[src/hdl/icache_pkg.sv]
// ======================================================================
// Geometry of the two-way instruction cache and its refill path
// Address split is tag [31:8], set [7:4], bundle [3:2], byte [1:0]
// ======================================================================
package icache_pkg;

	// ======================================================================
	// Sizes
	// ======================================================================

	// Beats per line, one 32-bit bundle each
	localparam int BUNDLES = 4;
	localparam int BEAT_W = 2;

	// Sets, indexed by address bits 7 to 4
	localparam int SETS = 16;
	localparam int SET_W = 4;

	// Associativity
	localparam int WAYS = 2;
	localparam int WAY_W = 1;

	// Fill slots, which bound the number of lines in flight
	localparam int SLOTS = 4;
	localparam int SLOT_W = 2;

	// Tag queue holds one entry for every beat of every slot
	localparam int TAGQ_DEPTH = 16;
	localparam int TAGQ_W = 4;

	// Victim way generator, polynomial x^17 + x^14 + 1
	localparam int LFSR_W = 17;
	localparam logic [LFSR_W-1:0] LFSR_SEED = 17'h1ACE5;

	// ======================================================================
	// Types
	// ======================================================================

	typedef logic [31:0] addr_t;
	typedef logic [31:0] word_t;

	// Bundle 0 sits in the low word of the line
	typedef word_t [BUNDLES-1:0] line_data_t;

	// Address bits 31 to 8
	typedef logic [23:0] tag_t;

	// Address bits 31 to 4
	typedef logic [27:0] line_addr_t;

endpackage
[src/hdl/icache_ifs.sv]
// ======================================================================
// Internal links of the refill path, never seen at the top level
// A line write is taken by the array in the cycle valid is high
// ======================================================================

// Head of the beat tag queue, read by the collector
interface fill_tag_if;
	import icache_pkg::*;

	// Head entry is present
	logic valid;
	// Slot that owns the next returning beat
	logic [SLOT_W-1:0] slot;
	// Bundle position of that beat within its line
	logic [BEAT_W-1:0] beat;
	// Line being refilled into that slot
	line_addr_t line_addr;
	// Head is consumed together with an R beat
	logic pop;

	modport producer (
		output valid,
		output slot,
		output beat,
		output line_addr,
		input  pop
	);

	modport consumer (
		input  valid,
		input  slot,
		input  beat,
		input  line_addr,
		output pop
	);
endinterface

// Finished line travelling from the collector into the cache arrays
interface line_write_if;
	import icache_pkg::*;

	logic valid;
	logic [SET_W-1:0] set;
	// Victim way chosen by the collector
	logic [WAY_W-1:0] way;
	tag_t tag;
	line_data_t data;

	modport source (
		output valid,
		output set,
		output way,
		output tag,
		output data
	);

	modport sink (
		input  valid,
		input  set,
		input  way,
		input  tag,
		input  data
	);
endinterface

[src/hdl/fill_collector.sv]
// ======================================================================
// Gathers R beats into per-slot line buffers using the tag queue head
// Every R beat is taken at once, so rready may be tied high
// ======================================================================
module fill_collector (
	input  logic                          clk,
	input  logic                          rst,
	input  icache_pkg::word_t             rdata,
	input  logic                          rvalid,
	fill_tag_if.consumer                  tags,
	line_write_if.source                  wr,
	output logic                          slot_done,
	output logic [icache_pkg::SLOT_W-1:0] slot_done_id
);
	import icache_pkg::*;

	// Per-slot beat valid bits and line buffers
	logic [BUNDLES-1:0] beat_v [SLOTS];
	line_data_t slot_buf [SLOTS];

	// Beat acceptance
	logic take;
	logic [BUNDLES-1:0] beat_set;
	line_data_t merged;
	logic complete;

	// Victim way source
	logic [LFSR_W-1:0] lfsr;

	// Outgoing line register
	logic done_q;
	line_addr_t out_line;
	line_data_t out_data;
	logic [WAY_W-1:0] out_way;
	logic [SLOT_W-1:0] out_slot;

	// ======================================================================
	// Beat acceptance
	// ======================================================================

	// The head tag names the slot and bundle of the arriving beat
	assign take = rvalid && tags.valid;
	assign tags.pop = take;

	// Valid bits of the slot as they will be once this beat lands
	assign beat_set = beat_v[tags.slot] | (BUNDLES'(1) << tags.beat);

	// The line is complete when this beat fills its last hole
	assign complete = take && beat_set == '1;

	// Slot buffer with the new bundle merged in
	always_comb begin
		merged = slot_buf[tags.slot];
		merged[tags.beat] = rdata;
	end

	always_ff @(posedge clk) begin
		if (rst) begin
			for (int s = 0; s < SLOTS; s++) begin
				beat_v[s] <= '0;
			end
			done_q <= 1'b0;
			lfsr <= LFSR_SEED;
		end else begin
			// Free-running, so the victim depends on when the line finishes
			lfsr <= {lfsr[LFSR_W-2:0], lfsr[LFSR_W-1] ^ lfsr[LFSR_W-4]};
			done_q <= complete;
			// A finished slot starts empty for its next line
			if (take) begin
				beat_v[tags.slot] <= complete ? '0 : beat_set;
			end
		end
	end

	always_ff @(posedge clk) begin
		if (take) begin
			slot_buf[tags.slot] <= merged;
		end
		// Capture the whole line with its address and victim
		if (complete) begin
			out_line <= tags.line_addr;
			out_data <= merged;
			out_way <= lfsr[WAY_W-1:0];
			out_slot <= tags.slot;
		end
	end

	// ======================================================================
	// Line write and slot release, one cycle after the last beat
	// ======================================================================

	assign wr.valid = done_q;
	assign wr.set = out_line[SET_W-1:0];
	assign wr.tag = out_line[$bits(line_addr_t)-1:SET_W];
	assign wr.way = out_way;
	assign wr.data = out_data;

	assign slot_done = done_q;
	assign slot_done_id = out_slot;

endmodule

[src/flat_wrapper.sv]
// flat-port wrapper written by rule: the top's interface ports become plain ports
module fill_collector_flat import icache_pkg::*;
  (clk, rst, rdata, rvalid, slot_done, slot_done_id, tags_valid, tags_slot, tags_beat, tags_line_addr, tags_pop, wr_valid, wr_set, wr_way, wr_tag, wr_data);
  fill_tag_if tags_i ();
  line_write_if wr_i ();
  input  logic clk;
  input  logic rst;
  input  icache_pkg::word_t rdata;
  input  logic rvalid;
  output logic slot_done;
  output logic [icache_pkg::SLOT_W-1:0] slot_done_id;
  input wire logic [$bits(tags_i.valid)-1:0] tags_valid;
  input wire logic [$bits(tags_i.slot)-1:0] tags_slot;
  input wire logic [$bits(tags_i.beat)-1:0] tags_beat;
  input wire logic [$bits(tags_i.line_addr)-1:0] tags_line_addr;
  output wire logic [$bits(tags_i.pop)-1:0] tags_pop;
  output wire logic [$bits(wr_i.valid)-1:0] wr_valid;
  output wire logic [$bits(wr_i.set)-1:0] wr_set;
  output wire logic [$bits(wr_i.way)-1:0] wr_way;
  output wire logic [$bits(wr_i.tag)-1:0] wr_tag;
  output wire logic [$bits(wr_i.data)-1:0] wr_data;
  assign tags_i.valid = tags_valid;
  assign tags_i.slot = tags_slot;
  assign tags_i.beat = tags_beat;
  assign tags_i.line_addr = tags_line_addr;
  assign tags_pop = tags_i.pop;
  assign wr_valid = wr_i.valid;
  assign wr_set = wr_i.set;
  assign wr_way = wr_i.way;
  assign wr_tag = wr_i.tag;
  assign wr_data = wr_i.data;
  fill_collector u_core (.clk(clk), .rst(rst), .rdata(rdata), .rvalid(rvalid), .tags(tags_i), .wr(wr_i), .slot_done(slot_done), .slot_done_id(slot_done_id));
endmodule
[config.mk]
export PLATFORM = sky130hd
export DESIGN_NAME = fill_collector_flat
export DESIGN_NICKNAME = d
export VERILOG_FILES = /design/src/hdl/icache_pkg.sv /design/src/hdl/icache_ifs.sv /design/src/hdl/fill_collector.sv /design/src/flat_wrapper.sv
export SDC_FILE = /design/constraint.sdc
export NUM_CORES = 1
export LEC_CHECK = 0
export BUFFER_PORTS_ARGS = -buffer_cell sky130_fd_sc_hd__buf_2
export CORE_UTILIZATION = 64
export DETAILED_ROUTE_END_ITERATION = 7
export PLACE_DENSITY = 0.85
export SLEW_MARGIN = 20
export SYNTH_ARGS = -nofsm -noshare
export SYNTH_HDL_FRONTEND = slang
export SYNTH_SLANG_ARGS = --single-unit
[constraint.sdc]
create_clock -name clk -period 23.8 [get_ports clk]
set_input_delay 4.76 -clock clk [delete_from_list [all_inputs] [get_ports clk]]
set_output_delay 4.76 -clock clk [all_outputs]
set_load 0.005 [all_outputs]
==> impl_metrics.json <==
{
  "skew_ns": 0.0153,
  "finalCritPeriodShare": 0.424,
  "drtIter0Drc": 1197,
  "drc": 0,
  "r2r_slack_ns": 20.54,
  "yosysTopAreaCellShare": 0.786,
  "power_frac_seq": 0.529,
  "synthTopCellsByArea": "edfxtp_1, mux4_2, mux2_2",
  "start_util": 0.654,
  "grt_pass1_vias": 13500,
  "drive_gt1_frac": 0.365,
  "cts_made_buffers": 69,
  "insertion_delay_ns": 0.59,
  "pwr-share-clk": 0.421,
  "r2r-start": "u_core.beat_v[2][1]",
  "drt-total-wl_um": 53400,
  "via_per_inst": 6.22,
  "layout_commonest_cell": "edfxtp_1",
  "finalSetupTns_ns": 0,
  "crit_path_max_fanout": 5,
  "end_kind": "output pin",
  "drt_first_pass_iters": 5,
  "power_density_nw_per_um2": 88.1,
  "synth_seq_area_share": 0.800,
  "antenna_found_initial": 0,
  "portBuffers": 229,
  "grt-ovfl-total": 0,
  "dp_hpwl_um": 26700,
  "crit_family": "buffers and inverters",
  "ys_warn_count": 0,
  "cts_root_buf": "clkbuf_16",
  "power.leakage_nw": 10.4,
  "status": "complete, no violations",
  "fmax_mhz": 99.2,
  "rows": 73,
  "synth_cells": 1244,
  "holdBufCountCts": 0,
  "die_y_um": 204,
  "insertedDiodeCount": 0,
  "rr_worst_depth": 5,
  "cts.path.max_buffers": 3,
  "syn_area_um2": 26200,
  "h-tree-depth": 3,
  "startpoint_type": "input port",
  "critPathMaxStageDelay_ns": 0.18,
  "p_sw_mw": 0.539,
  "worstHoldStart": "u_core.lfsr[5]",
  "hold_end": "u_core.lfsr[6]",
  "rsz0062_at_grt": "false",
  "synth_top_area_cell": "edfxtp_1",
  "min_path_type": "reg -> reg",
  "cts.sinks": 705,
  "setup_violations": 0,
  "slew_viol_final": 0,
  "arrival_ns": 5.32,
  "reg2reg_to": "u_core.wr.data[97]",
  "worst_pin_slew_ns": 1.15,
  "final_cell_mix": "edfxtp_1, buf_2, nand2_1, mux4_2, clkbuf_16",
  "worstPathRequired_ns": 19.04,
  "ys_ff_latch": 705,
  "cp_slowest_cell": "nand2_1",
  "max-vdd-ir-drop_v": 0.0000699,
  "ys_types": 33,
  "max_cap_viol_count": 0,
  "core_um2": 40100,
  "clk_pin_slew_worst_paths_ns": 0.06,
  "p_sw_frac": 0.202,
  "whs_path_depth": 1,
  "place_congestion": 0.784,
  "multi_input_area_um2": 5000,
  "maxSlewHeadroom": 0.234,
  "grt_usage": 0.265,
  "crit_top_cell": "buf_2",
  "cp.depth": 4,
  "grt_max_degree": 98,
  "post-cts-setup-buffers": 0,
  "cp_num_buf_inv": 3,
  "p_int_mw": 2.13,
  "io_pins": 230,
  "via_count": 12900,
  "n_fill_cell": 2065,
  "syn_area_per_cell_um2": 21.1,
  "synthToLayoutAreaGrowth_pct": 15.5,
  "fin_nets": 1567,
  "pwr-share-comb": 0.050,
  "regArea_um2": 21000,
  "postRouteAntennaNets": 0,
  "syn_nets": 1312,
  "period_minus_slack_ns": 10.08,
  "cts_resized": 0,
  "die_w_um": 204,
  "cts_tree": "built",
  "path_class": "in -> out",
  "hold_violations": 0,
  "p_total_mw": 2.67,
  "crit_chain": "buf_2 -> nand2_1 -> inv_1 -> buf_2",
  "grt_pass1_wl_um": 80600,
  "die_area_um2": 41800,
  "wl_per_cell_um": 25.7
}
[cells by family after synthesis]
group,count (synthesis),synth area share
mux,199,0.142
simple gates,265,0.0429
flops,705,0.800
xor+xnor,1,0.000334
compound gates,12,0.00339
buf+inv,62,0.0113
[cell type report]
class,instances,share of cell area
inverters,5,0.000950
multi-input cells,477,0.165
clock inverters,41,0.0153
flip-flops and latches,705,0.693
clock buffers,85,0.0624
repair buffers,241,0.0415
well taps,525,0.0217
[per-layer routing]
metal  share of wire  track usage  up-vias
met3           0.078       0.0528       94
met4           0.020       0.0861        0
li1                -            -     5474
met1            0.39        0.361     6677
met2            0.51        0.438      677
met5               0            0        -
[worst reg2reg max path, delay by kind of cell (launching register included)]
kind,cells,cell delay (ns)
flops,1,0.33
buf+inv,1,0.91
compound gates,3,1.26
mux,1,0.33
[through the flow]
stage	setup WS, ns	cell area [µm²]	std cells	hold slack (ns)	utilization
floorplan	8.41	26200	1244	0.389	-
finish	13.72	30300	2079	0.408	0.755
global placement	13.70	27900	1953	0.393	0.696
detailed placement	13.72	27900	1953	0.393	0.696
global route	13.64	30300	2079	0.418	0.755
CTS	13.71	30300	2079	0.410	0.755
[state kept, by name, summed over array words and instances, names as in the netlist]
register / count
u_core.slot_done_id: 2
u_core.wr.data: 128
u_core.slot_buf: 512
u_core.slot_done: 1
u_core.out_line: 28
u_core.lfsr: 17
u_core.beat_v: 16
u_core.wr.way: 1
[power by group through the flow]
stage,clock [mW],combinational [mW],sequential (mW)
2_1_floorplan,0,0.0883,1.44
3_3_place_gp,0,0.125,1.44
3_5_place_dp,0,0.131,1.44
4_1_cts,1.14,0.133,1.41
5_1_grt,1.18,0.144,1.41
6_report,1.12,0.133,1.41
[worst max path at each step]
stage,start,end,slack (ns)
global route,rvalid,tags_pop,13.64
finish,rvalid,tags_pop,13.72
global placement,rvalid,tags_pop,13.70
floorplan,tags_slot[1],u_core.beat_v[0][0],8.41
CTS,rvalid,tags_pop,13.71
detailed placement,rvalid,tags_pop,13.72
[synthesized netlist by cell type]
cell,count
o22ai_2,1
buf_2,14
and2_1,2
dfxtp_1,18
nor3b_1,1
buf_1,5
or2_2,13
o21ai_1,1
mux2i_1,1
nor4_2,1
o211a_1,1
nor4_1,4
mux4_2,132
o21ai_0,3
nor3_1,1
and3_1,1
nand2b_1,5
edfxtp_1,687
o21a_1,1
xnor2_1,1
nor2_1,13
nor2b_1,9
inv_1,5
nand4b_1,2
buf_6,1
buf_4,10
nand2_1,198
o21ai_2,1
nand3_1,14
mux2_2,66
o211ai_1,4
and3b_1,1
clkbuf_1,27
(Power assumes the default switching activity.)
