===== src/hdl/icache_pkg.sv =====
// ======================================================================
// Geometry of the two-way instruction cache and its refill path
// Address split is tag [31:8], set [7:4], bundle [3:2], byte [1:0]
// ======================================================================
package icache_pkg;

	// ======================================================================
	// Sizes
	// ======================================================================

	// Beats per line, one 32-bit bundle each
	localparam int BUNDLES = 4;
	localparam int BEAT_W = 2;

	// Sets, indexed by address bits 7 to 4
	localparam int SETS = 16;
	localparam int SET_W = 4;

	// Associativity
	localparam int WAYS = 2;
	localparam int WAY_W = 1;

	// Fill slots, which bound the number of lines in flight
	localparam int SLOTS = 4;
	localparam int SLOT_W = 2;

	// Tag queue holds one entry for every beat of every slot
	localparam int TAGQ_DEPTH = 16;
	localparam int TAGQ_W = 4;

	// Victim way generator, polynomial x^17 + x^14 + 1
	localparam int LFSR_W = 17;
	localparam logic [LFSR_W-1:0] LFSR_SEED = 17'h1ACE5;

	// ======================================================================
	// Types
	// ======================================================================

	typedef logic [31:0] addr_t;
	typedef logic [31:0] word_t;

	// Bundle 0 sits in the low word of the line
	typedef word_t [BUNDLES-1:0] line_data_t;

	// Address bits 31 to 8
	typedef logic [23:0] tag_t;

	// Address bits 31 to 4
	typedef logic [27:0] line_addr_t;

endpackage

===== src/hdl/icache_ifs.sv =====
// ======================================================================
// Internal links of the refill path, never seen at the top level
// A line write is taken by the array in the cycle valid is high
// ======================================================================

// Head of the beat tag queue, read by the collector
interface fill_tag_if;
	import icache_pkg::*;

	// Head entry is present
	logic valid;
	// Slot that owns the next returning beat
	logic [SLOT_W-1:0] slot;
	// Bundle position of that beat within its line
	logic [BEAT_W-1:0] beat;
	// Line being refilled into that slot
	line_addr_t line_addr;
	// Head is consumed together with an R beat
	logic pop;

	modport producer (
		output valid,
		output slot,
		output beat,
		output line_addr,
		input  pop
	);

	modport consumer (
		input  valid,
		input  slot,
		input  beat,
		input  line_addr,
		output pop
	);
endinterface



===== src/hdl/refill_request.sv =====
// ======================================================================
// Allocates fill slots on a miss and issues four in-order beat reads
// A miss is dropped when its line is already pending or no slot is free
// ======================================================================
module refill_request (
	input  logic                          clk,
	input  logic                          rst,
	input  logic                          miss_valid,
	input  icache_pkg::line_addr_t        miss_line,
	input  logic                          slot_done,
	input  logic [icache_pkg::SLOT_W-1:0] slot_done_id,
	output icache_pkg::addr_t             araddr,
	output logic                          arvalid,
	input  logic                          arready,
	fill_tag_if.producer                  tags
);
	import icache_pkg::*;

	// Slot state
	logic [SLOTS-1:0] busy;
	line_addr_t slot_line [SLOTS];
	logic dup_hit;
	logic free_any;
	logic [SLOT_W-1:0] free_id;
	logic alloc;

	// Queue of slots waiting for their address beats
	logic [SLOT_W-1:0] pq_mem [SLOTS];
	logic [SLOT_W-1:0] pq_wr;
	logic [SLOT_W-1:0] pq_rd;
	logic [SLOT_W:0] pq_cnt;
	logic [SLOT_W-1:0] ar_slot;
	logic [BEAT_W-1:0] ar_beat;
	logic ar_fire;
	logic ar_last;

	// Beat tag queue, one entry per accepted AR
	logic [SLOT_W-1:0] tq_slot [TAGQ_DEPTH];
	logic [BEAT_W-1:0] tq_beat [TAGQ_DEPTH];
	line_addr_t tq_line [TAGQ_DEPTH];
	logic [TAGQ_W-1:0] tq_wr;
	logic [TAGQ_W-1:0] tq_rd;
	logic [TAGQ_W:0] tq_cnt;
	logic tq_pop;

	// ======================================================================
	// Slot allocation
	// ======================================================================

	// Scan downwards so the lowest free slot is the one left in free_id
	always_comb begin
		dup_hit = 1'b0;
		free_any = 1'b0;
		free_id = '0;
		for (int s = SLOTS - 1; s >= 0; s--) begin
			if (busy[s] && slot_line[s] == miss_line) begin
				dup_hit = 1'b1;
			end
			if (!busy[s]) begin
				free_any = 1'b1;
				free_id = SLOT_W'(s);
			end
		end
	end

	assign alloc = miss_valid && !dup_hit && free_any;

	// The released slot is still busy here, so it can never equal free_id
	always_ff @(posedge clk) begin
		if (rst) begin
			busy <= '0;
		end else begin
			if (slot_done) begin
				busy[slot_done_id] <= 1'b0;
			end
			if (alloc) begin
				busy[free_id] <= 1'b1;
			end
		end
	end

	always_ff @(posedge clk) begin
		if (alloc) begin
			slot_line[free_id] <= miss_line;
			pq_mem[pq_wr] <= free_id;
		end
	end

	// ======================================================================
	// AR sequencer
	// ======================================================================

	// Head of the pending queue drives AR directly, so arvalid rises the cycle after the miss
	assign ar_slot = pq_mem[pq_rd];
	assign arvalid = pq_cnt != '0;
	assign araddr = {slot_line[ar_slot], ar_beat, 2'b00};
	assign ar_fire = arvalid && arready;
	assign ar_last = ar_fire && ar_beat == BEAT_W'(BUNDLES - 1);

	always_ff @(posedge clk) begin
		if (rst) begin
			pq_wr <= '0;
			pq_rd <= '0;
			pq_cnt <= '0;
			ar_beat <= '0;
		end else begin
			if (alloc) begin
				pq_wr <= pq_wr + 1'b1;
			end
			// Head leaves once bundle 3 has been accepted
			if (ar_last) begin
				pq_rd <= pq_rd + 1'b1;
			end
			if (ar_fire) begin
				ar_beat <= ar_last ? '0 : ar_beat + 1'b1;
			end
			case ({alloc, ar_last})
				2'b10: pq_cnt <= pq_cnt + 1'b1;
				2'b01: pq_cnt <= pq_cnt - 1'b1;
				default: ;
			endcase
		end
	end

	// ======================================================================
	// Beat tag queue
	// ======================================================================

	// Read data returns in AR order, so the head always names the next beat
	always_ff @(posedge clk) begin
		if (ar_fire) begin
			tq_slot[tq_wr] <= ar_slot;
			tq_beat[tq_wr] <= ar_beat;
			tq_line[tq_wr] <= slot_line[ar_slot];
		end
	end

	assign tq_pop = tags.pop && tags.valid;

	always_ff @(posedge clk) begin
		if (rst) begin
			tq_wr <= '0;
			tq_rd <= '0;
			tq_cnt <= '0;
		end else begin
			if (ar_fire) begin
				tq_wr <= tq_wr + 1'b1;
			end
			if (tq_pop) begin
				tq_rd <= tq_rd + 1'b1;
			end
			case ({ar_fire, tq_pop})
				2'b10: tq_cnt <= tq_cnt + 1'b1;
				2'b01: tq_cnt <= tq_cnt - 1'b1;
				default: ;
			endcase
		end
	end

	assign tags.valid = tq_cnt != '0;
	assign tags.slot = tq_slot[tq_rd];
	assign tags.beat = tq_beat[tq_rd];
	assign tags.line_addr = tq_line[tq_rd];

endmodule


===== src/flat_wrapper.sv =====
// flat-port wrapper written by rule: the top's interface ports become plain ports
module refill_request_flat import icache_pkg::*;
  (clk, rst, miss_valid, miss_line, slot_done, slot_done_id, araddr, arvalid, arready, tags_valid, tags_slot, tags_beat, tags_line_addr, tags_pop);
  fill_tag_if tags_i ();
  input  logic clk;
  input  logic rst;
  input  logic miss_valid;
  input  icache_pkg::line_addr_t miss_line;
  input  logic slot_done;
  input  logic [icache_pkg::SLOT_W-1:0] slot_done_id;
  output icache_pkg::addr_t araddr;
  output logic arvalid;
  input  logic arready;
  output wire logic [$bits(tags_i.valid)-1:0] tags_valid;
  output wire logic [$bits(tags_i.slot)-1:0] tags_slot;
  output wire logic [$bits(tags_i.beat)-1:0] tags_beat;
  output wire logic [$bits(tags_i.line_addr)-1:0] tags_line_addr;
  input wire logic [$bits(tags_i.pop)-1:0] tags_pop;
  assign tags_valid = tags_i.valid;
  assign tags_slot = tags_i.slot;
  assign tags_beat = tags_i.beat;
  assign tags_line_addr = tags_i.line_addr;
  assign tags_i.pop = tags_pop;
  refill_request u_core (.clk(clk), .rst(rst), .miss_valid(miss_valid), .miss_line(miss_line), .slot_done(slot_done), .slot_done_id(slot_done_id), .araddr(araddr), .arvalid(arvalid), .arready(arready), .tags(tags_i));
endmodule

===== config.mk =====
export PLATFORM = sky130hd
export DESIGN_NAME = refill_request_flat
export DESIGN_NICKNAME = d
export VERILOG_FILES = /design/src/hdl/icache_pkg.sv /design/src/hdl/icache_ifs.sv /design/src/hdl/refill_request.sv /design/src/flat_wrapper.sv
export SDC_FILE = /design/constraint.sdc
export NUM_CORES = 1
export LEC_CHECK = 0
export ABC_AREA = 1
export BUFFER_PORTS_ARGS = -buffer_cell sky130_fd_sc_hd__buf_4
export CAP_MARGIN = 20
export CORE_UTILIZATION = 55
export CTS_BUF_LIST = sky130_fd_sc_hd__clkbuf_4
export CTS_CLUSTER_DIAMETER = 40
export CTS_CLUSTER_SIZE = 24
export DETAILED_ROUTE_END_ITERATION = 8
export GPL_ROUTABILITY_DRIVEN = 0
export GPL_TIMING_DRIVEN = 0
export HOLD_SLACK_MARGIN = 0.02
export PLACE_DENSITY = 0.79
export RECOVER_POWER = 100
export SLEW_MARGIN = 30
export SYNTH_ARGS = -nofsm -noshare
export SYNTH_HDL_FRONTEND = slang
export SYNTH_SLANG_ARGS = --single-unit

===== constraint.sdc =====
create_clock -name clk -period 5.2 [get_ports clk]
set_input_delay 0.26 -clock clk [delete_from_list [all_inputs] [get_ports clk]]
set_output_delay 0.26 -clock clk [all_outputs]
set_load 0.005 [all_outputs]

==> results.ini <==
[routing]
routedWlPerCell_um = 24.6
wl_mm = 82.3
vias = 20400
drt_iter0_drc = 2989
drc = 0
antenna_left = 0
first_pass_iters = 5
via_per_inst = 6.10

[clock_network]
cts_sinks = 664
clock_path_buffers = 3
cts_max_level = 3
cts_root_buffer = clkbuf_4
path_clk_slew_ps = 140
cts_tree = built
ctsResizeCount = 0
numCtsBuffers = 77
post_cts_buffers = 0
clk-insertion-delay-late_ps = 890

[cells_and_area]
area_growth_pct = 12.2
fillers = 3761
design_area_mm2 = 0.0320
final_cell_mix = edfxtp_1 (632), nand2_1 (352), inv_1 (289)
seq_area_mm2 = 0.0196
multi_input_area_mm2 = 0.00728
final_layout_size_suffix_gt1_frac = 0.102
fin_nets = 2662
fin_cells = 3348
final_util = 0.624
layout_commonest_cell = edfxtp_1

[setup_path]
startpoint_type = flop
worst-setup-path-type = flop to output pin
reg2reg_setup_slack_ps = 950
critPathMaxStageDelay_ps = 1030
crit_path_cell_trace = inv_1 > nand2_1 > nand3_1 > nand2_1 > inv_1 > clkbuf_1 > nand2_1 > a31oi_4 > buf_4
path_common_cell = nand2_1
end_kind = output pin
cp_slowest_cell = clkbuf_1
critPathMaxFanout = 25
worst_ep_required_time_ps = 4940
r2r-start = u_core.pq_cnt[1]
crit_arrival_ps = 4120

[logic_synthesis]
yosysSeqAreaShare = 0.689
ys.flop_type = edfxtp_1
postSynthCellCount = 2342
synth_edf_count = 632
synth_top_cell_by_area = edfxtp_1
netlist.area_leader.share = 0.666
synth_seq_cells = 664
avgSynthCellArea_um2 = 12.2
synth.area.top_cells = edfxtp_1 (67%), nand2_1 (4.6%), mux2i_1 (4.5%)
netlist_area_mm2 = 0.0285
ys_async_sr_fraction = 0
ys_warn_count = 0
ys_types = 40

[placed_design]
io_buffers = 99
place_area_mm2 = 0.0316
dpl_worst_slack_ps = 2260
hpwl_mm = 54.9
post-place-cells = 3171

[sta]
setup_tns_ps = 0
timing.hold.ws_ps = 205
grt_setup_unrepaired = no
setup_violations = 0
maxSlewHeadroom = -0.386
layout_setup_ws_ps = 817
finalCriticalPeriod_ps = 4380
tightest_slew_ps = 2070
clock_skew_ps = 59.1
hold_viol_final = 0
finalCritPeriodShare = 0.843
fmax_mhz = 228
slew_violations = 70

[hold_path]
worstHoldStart = miss_line[26]
hold_path.class = input pin to flop

[pwr]
ir_drop_v = 0.000192
p_leak_nw = 11.6
power_mw = 12.7
power.density_mw_per_mm2 = 398

[floorplanning]
die_w_um = 230
rows = 83
core_mm2 = 0.0512
die_y_um = 230
start_util = 0.556
pin_count = 102
die_area_mm2 = 0.0527

[global_route]
grt_usage = 0.314
grt_remaining_overflow = 0
grt_pass1_wl_mm = 122
antenna_found_initial = 2
grt_pass1_vias = 20500
grt_start_max_net_pins = 29

[outcome]
outcome = complete, but fails checks
violations = capacitance limit, slew limit

[job]
cap_violations = 6

[cell type report]
cell class	instances	share of cell area
well taps	680	0.0266
inverters	297	0.0349
multi-input cells	1267	0.228
clock inverters	50	0.0180
flip-flops and latches	664	0.614
plain buffers	115	0.0189
repair buffers	187	0.0398
clock buffers	86	0.0202
diodes	2	0.000157
[final timing paths]
check / to / depth (start not counted)
worst max-delay path: araddr[27] / 9
worst min-delay path: u_core.slot_line[0][26] / 2
worst max register to register: u_core.tq_line[0][13] / 7
worst min register to register: u_core.tq_cnt[0] / 1
[critical path: cells and delay by family (launching register included)]
kind	cells	cell delay (ps)
buffers and inverters	4	1660
AND/OR/NAND/NOR	4	560
AO/OA/AOI/OAI	1	670
flip-flops	1	360
[flip-flops by register name, summed over array words and instances, names as in the netlist, 3 cells and up, named ones only]
name and flops:
u_core.busy 4, u_core.pq_cnt 3, u_core.pq_mem 8, u_core.slot_line 112, u_core.tq_beat 32, u_core.tq_cnt 5, u_core.tq_line 448, u_core.tq_rd 4
u_core.tq_slot 32, u_core.tq_wr 4
[Yosys cell counts (all sizes together) (32+ instances only)]
cell type / instances
a21oi: 177
nand2: 354
dfxtp: 32
mux2i: 128
clkbuf: 59
buf: 56
o21ai: 219
inv: 296
o211ai: 128
nor2: 113
nand3: 44
edfxtp: 632
[logic make-up (layout without fill, tap and decap cells)]
group	count (synthesis)	count (layout)	synth area share
adders and majority gates	17	17	0.00800
muxes	128	128	0.0450
DFF	664	664	0.689
and+or+nand+nor	522	522	0.0734
other	1	4	0.000132
buffers and inverters	412	735	0.0605
AOI/OAI and AO/OA	561	561	0.113
xor gates and xnor gates	37	37	0.0114
[power by group]
group	leakage (nW)	switching (mW)	internal [mW]
Clock	0.669	1.87	1.37
Sequential	5.98	0.0729	6.03
Combinational	4.93	2.21	1.18
Total	11.6	4.15	8.58
[layer usage]
layer / up-vias / global-route usage / part of all wire
met2: 1570 / 0.508 / 0.47
met3: 337 / 0.0721 / 0.13
met1: 9678 / 0.393 / 0.35
met4: 0 / 0.169 / 0.058
met5: - / 0 / 0
li1: 8830 / - / -
[repair_timing]
item,4_1_cts,5_1_grt
endpoints found under the setup margin,0,0
hold buffers,39,0
endpoints found under the hold margin,147,0
(Power assumes the default switching activity.)
